[src/source/cmult_pkg.sv]
// Shared widths, multiplier latency and complex word types, imported by every design unit

package cmult_pkg;

  // ------------------------------
  // Widths
  // ------------------------------
  // One real or imaginary part, Q1.15
  localparam int DATA_W = 16;
  // Full signed product, Q2.30
  localparam int PROD_W = 2 * DATA_W;
  // Lane sum, one guard bit so a +/- of two products cannot wrap
  localparam int SUM_W  = PROD_W + 1;

  // ------------------------------
  // Multiplier latency
  // ------------------------------
  // Cycles from core operands to core product, must be >= 1
  localparam int LATENCY = 3;

  // Number of delay stages the multiplier core is built with
  // Keep in step with LATENCY, the core stops elaboration otherwise
  function automatic int get_latency();
    return 3;
  endfunction

  // ------------------------------
  // Complex word
  // ------------------------------
  typedef logic signed [DATA_W-1:0] cplx_part_t;

  // Real part in the upper half, imaginary part in the lower half
  typedef struct packed {
    cplx_part_t re;
    cplx_part_t im;
  } cplx_fields_t;

  // Same 32 bits seen as a bus or as two parts
  typedef union packed {
    logic [2*DATA_W-1:0] raw;
    cplx_fields_t        fields;
  } cplx_word_u;

endpackage

[src/source/cmult_operand_if.sv]
// Operand bundle from the top level to the two lanes and the valid strobe to the combiner

`timescale 1ns/10ps

interface cmult_operand_if
  import cmult_pkg::*;
();

  // Operand a parts
  cplx_part_t a_re;
  cplx_part_t a_im;
  // Operand b parts
  cplx_part_t b_re;
  cplx_part_t b_im;
  // Sample strobe, one cycle per operand pair
  logic       valid;

  // Lane side, data only
  modport lane (input a_re, input a_im, input b_re, input b_im);

  // Combiner side, strobe only
  modport ctrl (input valid);

endinterface

[src/source/arith_mult_core.sv]
// Pipelined signed multiplier z = a * b, latency taken from the package, used by each lane

`timescale 1ns/10ps

module arith_mult_core
  import cmult_pkg::*;
#(
  parameter bit IN_PIPE = 0,
  parameter int OP_A_W  = 16,
  parameter int OP_B_W  = 16
) (
  input  logic                              clk,
  input  logic signed [OP_A_W-1:0]          a,
  input  logic signed [OP_B_W-1:0]          b,
  output logic signed [OP_A_W+OP_B_W-1:0]   z
);

  localparam int PROD_BITS = OP_A_W + OP_B_W;

  // ------------------------------
  // Elaboration checks
  // ------------------------------
  if (LATENCY < 1) begin : g_bad_latency
    $fatal(1, "arith_mult_core: LATENCY must be at least 1, got %0d", LATENCY);
  end

  if (get_latency() != LATENCY) begin : g_latency_mismatch
    $fatal(1, "arith_mult_core: get_latency()=%0d differs from LATENCY=%0d",
           get_latency(), LATENCY);
  end

  // ------------------------------
  // Optional input register
  // ------------------------------
  logic signed [OP_A_W-1:0] s0_a;
  logic signed [OP_B_W-1:0] s0_b;

  if (IN_PIPE) begin : g_in_pipe
    always_ff @(posedge clk) begin
      s0_a <= a;
      s0_b <= b;
    end
  end else begin : g_no_in_pipe
    assign s0_a = a;
    assign s0_b = b;
  end

  // Signed product, both operands signed so extension is arithmetic
  logic signed [PROD_BITS-1:0] s0_prod;
  assign s0_prod = s0_a * s0_b;

  // ------------------------------
  // Delay line
  // ------------------------------
  // Plain registers after the multiply, retimed into the DSP by synthesis
  logic signed [PROD_BITS-1:0] prod_dly [LATENCY];

  always_ff @(posedge clk) begin
    prod_dly[0] <= s0_prod;
    for (int i = 1; i < LATENCY; i++) begin
      prod_dly[i] <= prod_dly[i-1];
    end
  end

  // Last stage is the product
  assign z = prod_dly[LATENCY-1];

endmodule

[src/source/cmult_lane.sv]
// One complex multiplier lane: x0*y0 +/- x1*y1 with a registered sum, instanced per output part

`timescale 1ns/10ps

module cmult_lane
  import cmult_pkg::*;
#(
  parameter bit SUBTRACT = 0,
  parameter bit IN_PIPE  = 0,
  parameter int OP_W     = 16
) (
  input  logic                    clk,
  input  cplx_part_t              x0,
  input  cplx_part_t              y0,
  input  cplx_part_t              x1,
  input  cplx_part_t              y1,
  input  logic                    valid,
  output logic signed [SUM_W-1:0] sum
);

  // ------------------------------
  // Products
  // ------------------------------
  logic signed [2*OP_W-1:0] prod0;
  logic signed [2*OP_W-1:0] prod1;

  // First product term
  arith_mult_core #(
    .IN_PIPE (IN_PIPE),
    .OP_A_W  (OP_W),
    .OP_B_W  (OP_W)
  ) mult0 (
    .clk (clk),
    .a   (x0),
    .b   (y0),
    .z   (prod0)
  );

  // Second product term, same pipeline depth
  arith_mult_core #(
    .IN_PIPE (IN_PIPE),
    .OP_A_W  (OP_W),
    .OP_B_W  (OP_W)
  ) mult1 (
    .clk (clk),
    .a   (x1),
    .b   (y1),
    .z   (prod1)
  );

  // ------------------------------
  // Add / subtract stage
  // ------------------------------
  // One extra bit of headroom, sign extended before the add
  always_ff @(posedge clk) begin
    if (SUBTRACT) begin
      sum <= SUM_W'(prod0) - SUM_W'(prod1);
    end else begin
      sum <= SUM_W'(prod0) + SUM_W'(prod1);
    end
  end

  // Strobe comes from the top level, operands must be clean on a live sample
  a_operands_known : assert property (
    @(posedge clk) valid |-> !$isunknown({x0, y0, x1, y1})
  ) else $error("cmult_lane: unknown operand bits on a valid sample");

endmodule

[src/source/cmult_round.sv]
// Output combiner: valid alignment, Q2.30 to Q1.15 round and clamp, result word register

`timescale 1ns/10ps

module cmult_round
  import cmult_pkg::*;
(
  input  logic                    clk,
  input  logic                    rst_n,
  cmult_operand_if.ctrl           ops,
  input  logic signed [SUM_W-1:0] re_sum,
  input  logic signed [SUM_W-1:0] im_sum,
  output cplx_word_u              res_word,
  output logic                    out_valid
);

  // Width after dropping DATA_W-1 fraction bits
  localparam int SHR_W = SUM_W - DATA_W + 1;

  // Half an output LSB in Q2.30
  localparam logic signed [SUM_W-1:0] ROUND_BIAS = SUM_W'(1) <<< (DATA_W - 2);

  // Clamp limits of a Q1.15 part
  localparam logic signed [SHR_W-1:0] PART_MAX = SHR_W'((1 << (DATA_W - 1)) - 1);
  localparam logic signed [SHR_W-1:0] PART_MIN = -SHR_W'(1 << (DATA_W - 1));

  // ------------------------------
  // Round and saturate
  // ------------------------------
  // Ties round toward +inf
  function automatic cplx_part_t round_sat(input logic signed [SUM_W-1:0] s);
    logic signed [SUM_W-1:0] biased;
    logic signed [SHR_W-1:0] shifted;
    biased  = s + ROUND_BIAS;
    shifted = biased[SUM_W-1:DATA_W-1];
    if (shifted > PART_MAX) begin
      return PART_MAX[DATA_W-1:0];
    end else if (shifted < PART_MIN) begin
      return PART_MIN[DATA_W-1:0];
    end
    return shifted[DATA_W-1:0];
  endfunction

  // ------------------------------
  // Valid alignment
  // ------------------------------
  // LATENCY core stages plus the lane adder
  logic [LATENCY:0] vld_sr;

  always_ff @(posedge clk) begin
    if (!rst_n) begin
      vld_sr <= '0;
    end else begin
      vld_sr <= {vld_sr[LATENCY-1:0], ops.valid};
    end
  end

  // ------------------------------
  // Output register
  // ------------------------------
  // Payload, no reset
  always_ff @(posedge clk) begin
    res_word.fields.re <= round_sat(re_sum);
    res_word.fields.im <= round_sat(im_sum);
  end

  // Strobe
  always_ff @(posedge clk) begin
    if (!rst_n) begin
      out_valid <= 1'b0;
    end else begin
      out_valid <= vld_sr[LATENCY];
    end
  end

  // Quiet right after any reset cycle
  a_quiet_after_reset : assert property (
    @(posedge clk) !rst_n |=> !out_valid
  ) else $error("cmult_round: out_valid high after reset");

  // Strobe always defined outside reset
  a_valid_known : assert property (
    @(posedge clk) disable iff (!rst_n) !$isunknown(out_valid)
  ) else $error("cmult_round: out_valid unknown");

endmodule

[src/source/cmult_top.sv]
// Streaming Q1.15 complex multiplier top level, plain valid-strobe ports for the testbench

`timescale 1ns/10ps

module cmult_top
  import cmult_pkg::*;
(
  input  logic                clk,
  input  logic                rst_n,
  input  logic                in_valid,
  input  logic [2*DATA_W-1:0] a_word,
  input  logic [2*DATA_W-1:0] b_word,
  output logic [2*DATA_W-1:0] res_word,
  output logic                out_valid
);

  // ------------------------------
  // Operand unpack
  // ------------------------------
  cplx_word_u a_u;
  cplx_word_u b_u;
  cplx_word_u res_u;

  assign a_u.raw = a_word;
  assign b_u.raw = b_word;

  cmult_operand_if ops ();

  assign ops.a_re  = a_u.fields.re;
  assign ops.a_im  = a_u.fields.im;
  assign ops.b_re  = b_u.fields.re;
  assign ops.b_im  = b_u.fields.im;
  assign ops.valid = in_valid;

  // ------------------------------
  // Lanes
  // ------------------------------
  logic signed [SUM_W-1:0] re_sum;
  logic signed [SUM_W-1:0] im_sum;

  // ar*br - ai*bi
  cmult_lane #(.SUBTRACT(1'b1), .IN_PIPE(1'b0), .OP_W(DATA_W)) re_lane (
    .clk   (clk),
    .x0    (ops.a_re),
    .y0    (ops.b_re),
    .x1    (ops.a_im),
    .y1    (ops.b_im),
    .valid (ops.valid),
    .sum   (re_sum)
  );

  // ar*bi + ai*br
  cmult_lane #(.SUBTRACT(1'b0), .IN_PIPE(1'b0), .OP_W(DATA_W)) im_lane (
    .clk   (clk),
    .x0    (ops.a_re),
    .y0    (ops.b_im),
    .x1    (ops.a_im),
    .y1    (ops.b_re),
    .valid (ops.valid),
    .sum   (im_sum)
  );

  // Round, clamp, pack
  cmult_round combiner (
    .clk       (clk),
    .rst_n     (rst_n),
    .ops       (ops),
    .re_sum    (re_sum),
    .im_sum    (im_sum),
    .res_word  (res_u),
    .out_valid (out_valid)
  );

  assign res_word = res_u.raw;

endmodule

[config.mk]
export PLATFORM = sky130hd
export DESIGN_NAME = cmult_top
export DESIGN_NICKNAME = d
export VERILOG_FILES = /design/src/source/cmult_pkg.sv /design/src/source/cmult_operand_if.sv /design/src/source/arith_mult_core.sv /design/src/source/cmult_lane.sv /design/src/source/cmult_round.sv /design/src/source/cmult_top.sv
export SDC_FILE = /design/constraint.sdc
export NUM_CORES = 2
export LEC_CHECK = 0
export BUFFER_PORTS_ARGS = -buffer_cell sky130_fd_sc_hd__buf_2
export CAP_MARGIN = 20
export CORE_MARGIN = 4
export CORE_UTILIZATION = 60
export DETAILED_ROUTE_END_ITERATION = 16
export PLACE_DENSITY = 0.77
export SLEW_MARGIN = 40
export SYNTH_ARGS = -nofsm -noshare
export SYNTH_HDL_FRONTEND = slang
export SYNTH_SLANG_ARGS = --single-unit
[constraint.sdc]
create_clock -name clk -period 21 [get_ports clk]
set_input_delay 4.2 -clock clk [delete_from_list [all_inputs] [get_ports clk]]
set_output_delay 4.2 -clock clk [all_outputs]
set_load 0.01 [all_outputs]
==> flow_summary.yaml <==
placement:
  globalplace.congestion: 0.8452
  hpwl_um: 83850
  place_area_mm2: 0.05265
  port-buffer-count: 99
sta:
  final-setup-viol-count: 0
  grt_setup_unrepaired: "false"
  fmax_ghz: 0.09626
  max_slew_margin: 0.4110
  drv_slew: 0
  whs_ns: 0.3178
  period_share: 0.4947
  fin_worst_skew_ns: 0.02065
  worst_pin_slew_ns: 0.8835
  min_period_ns: 10.39
  setup_tns_ns: 0
  finalHoldViolCount: 0
setup_path:
  critPathMostFrequentCell: "fa_1"
  crit_fanout: 32
  startpoint: "b_word[17]"
  r2r-end: "re_lane.sum[30]$_DFF_P_"
  crit_chain: "buf_2 > nand2_1 > inv_1 > fa_1 > inv_1 > fa_1 > fa_1 > inv_1 > fa_1 > fa_1 > inv_1 > fa_1 > inv_1 > ha_1 > a21o_1 > a21o_1 > a2111oi_2 > nor3_1 > a211o_1 > a41o_1 > o41ai_2 > o21bai_1 > a21oi_1 > xnor2_1"
  r2r-start: "re_lane.mult1.prod_dly[0][73]$_DFF_P_"
  reg2reg_slack_ns: 17.79
  cp_slowest_cell: "buf_2"
  max_stage_delay_ns: 0.63
  reg2regPathDepth: 12
  start_kind: "input port"
  critPathCaptureType: "flip-flop"
  cp.arrival_ns: 10.88
  cp.required_ns: 21.49
  worstSetupPathType: "input port to flip-flop"
global_routing:
  antenna_found_initial: 11
  grtUsageMet3: 0.03742
  grt_max_degree: 33
  use_met1: 0.3456
  grt_pass1_vias: 37100
  grt_util_met2: 0.4251
  busiest_layer: "met2"
  overflow: 0
  grt_pass1_wl_um: 185400
  track_usage: 0.2551
die:
  fp-row-count: 107
  die_w_um: 300.6
  io_pins: 100
  die_height_um: 300.6
  dieArea_mm2: 0.09034
  core_mm2: 0.08501
  start_util: 0.6041
drt:
  ant_nets: 0
  drcViolationCount: 0
  first_iter_violations: 1997
  wl_um: 108500
  wl_per_cell_um: 17.02
  num_vias: 34060
  dr.pass1.iters: 5
  via_per_inst: 5.345
yosys:
  synth_area_leaders: "fa_1 (41%), dfxtp_1 (18%), ha_1 (9.6%), inv_1 (8.7%), and2_1 (6.2%)"
  syn-num-nets: 6721
  async_reset_ff_frac: 0
  synth_edf_count: 0
  synth_top_area_share: 0.4085
  synthTopCellsByCount: "inv_1 (1,190), fa_1 (1,048), nand2_1 (523)"
  syn_avg_cell_area_um2: 9.850
  synth.most_common_cell: "inv_1"
  synth_cells: 5214
  synth-seq-cells: 459
  yosys.area.top_type: "fa_1"
  synth_area_mm2: 0.05136
  synthDistinctLibCells: 73
  ys_seq_area_frac: 0.1789
  yosysWarningCount: 0
  synth_ff_type: "dfxtp_1"
layout:
  final.fill_count: 6682
  regArea_mm2: 0.009189
  nets: 6688
  drive_gt1_frac: 0.04271
  multiInputGateArea_mm2: 0.03696
  syn_to_final_growth_pct: 6.159
  final_area_mm2: 0.05452
clocking:
  cts_setup_buffers: 0
  clk_pin_slew_ns: 0.07
  cts_inserted_buffers: 48
  clock-root-buffer: "clkbuf_16"
  ctsHoldBuffers: 0
  cts_tree: "done"
  max-clock-path-buffers: 3
  clkLatencyLatePin_ns: 0.58
  cts_resized: 0
  cts_max_level: 2
  cts.sinks: 459
status:
  status: "finished, final reports clean"
min_path:
  min_to: "re_lane.mult1.prod_dly[0][49]$_DFF_P_"
  whs_path_depth: 0
  hold_class: "flip-flop to flip-flop"
  min_from: "re_lane.mult1.prod_dly[0][17]$_DFF_P_"
flow_run:
  drv_cap: 0
==> metal layers <==
layer  share of wire  vias to the layer above
met2            0.48                     1036
met4           0.038                        6
met5         0.00038                        -
met1            0.42                    17400
li1                -                    15400
met3           0.065                      219
==> logic make-up after synthesis <==
kind of cell               after synthesis  share of synthesized area
adders and majority gates             1440                     0.5040
buffers and inverters                 1389                     0.1016
and+or+nand+nor                       1315                     0.1278
DFF                                    459                     0.1789
AOI/OAI and AO/OA                      405                    0.05258
xor gates and xnor gates               206                    0.03513
==> state kept, by name (all words and copies together) (netlist names) <==
register	cells
im_lane.mult0.prod_dly	96
im_lane.mult1.prod_dly	96
re_lane.mult0.prod_dly	96
re_lane.mult1.prod_dly	96
combiner.res_word	32
im_lane.sum	19
re_lane.sum	19
combiner.vld_sr	4
combiner.out_valid	1
==> cell type report <==
type / instances / area share
Antenna cell: 8 / 0.0003672
Clock buffer: 63 / 0.02513
Clock inverter: 27 / 0.008078
Inverter: 1191 / 0.08200
Multi-Input combinational cell: 3366 / 0.6780
Sequential cell: 459 / 0.1685
Tap cell: 1144 / 0.02625
Timing Repair Buffer: 115 / 0.01166
==> worst max-delay path, delay by kind of cell <==
kind                     cells  cell delay (ns)
adder cells (fa/ha/maj)      7             3.18
AO/OA/AOI/OAI                8             1.96
buffers and inverters        6             1.04
AND/OR/NAND/NOR              2             0.35
XOR/XNOR                     1             0.13
==> how the worst max path moves through the flow <==
stage | end | slack (ns) | cells past startpoint
3_3_place_gp | im_lane.mult1.prod_dly[0][31]$_DFF_P_ | 10.20 | 24
3_5_place_dp | im_lane.mult1.prod_dly[0][31]$_DFF_P_ | 10.07 | 24
4_1_cts | re_lane.mult0.prod_dly[0][30]$_DFF_P_ | 10.66 | 19
6_report | im_lane.mult1.prod_dly[0][31]$_DFF_P_ | 10.61 | 24
2_1_floorplan | im_lane.mult1.prod_dly[0][30]$_DFF_P_ | 10.92 | 22
5_1_grt | im_lane.mult1.prod_dly[0][31]$_DFF_P_ | 10.23 | 24
==> placed cells by master, fill, tap and decap left out, types with 13 or more instances in the layout <==
cell type,n
o21ai_1,41
a21o_1,64
buf_2,99
a211oi_1,13
clkbuf_16,50
dfxtp_1,459
fa_1,1048
o21bai_1,18
a21oi_1,110
nand2b_1,34
nor3_1,32
nor2_1,125
nor2b_1,16
and2_1,506
xnor2_1,149
nand3_1,29
o21a_1,15
and3_1,19
xor2_1,57
ha_1,392
buf_4,15
o21ai_0,50
nand2_1,523
inv_1,1190
==> per-stage QoR <==
stage | setup WS, ns | std cells | util
finish | 10.61 | 6373 | 0.6413
floorplan | 10.92 | 5214 | -
global route | 10.23 | 6366 | 0.6411
detailed placement | 10.07 | 6274 | 0.6194
global placement | 10.20 | 6274 | 0.6193
CTS | 10.66 | 6364 | 0.6407
Power is left out: the tool's default activity adds up to more than one toggle a clock period on the data nets, which glitch-free logic cannot reach.
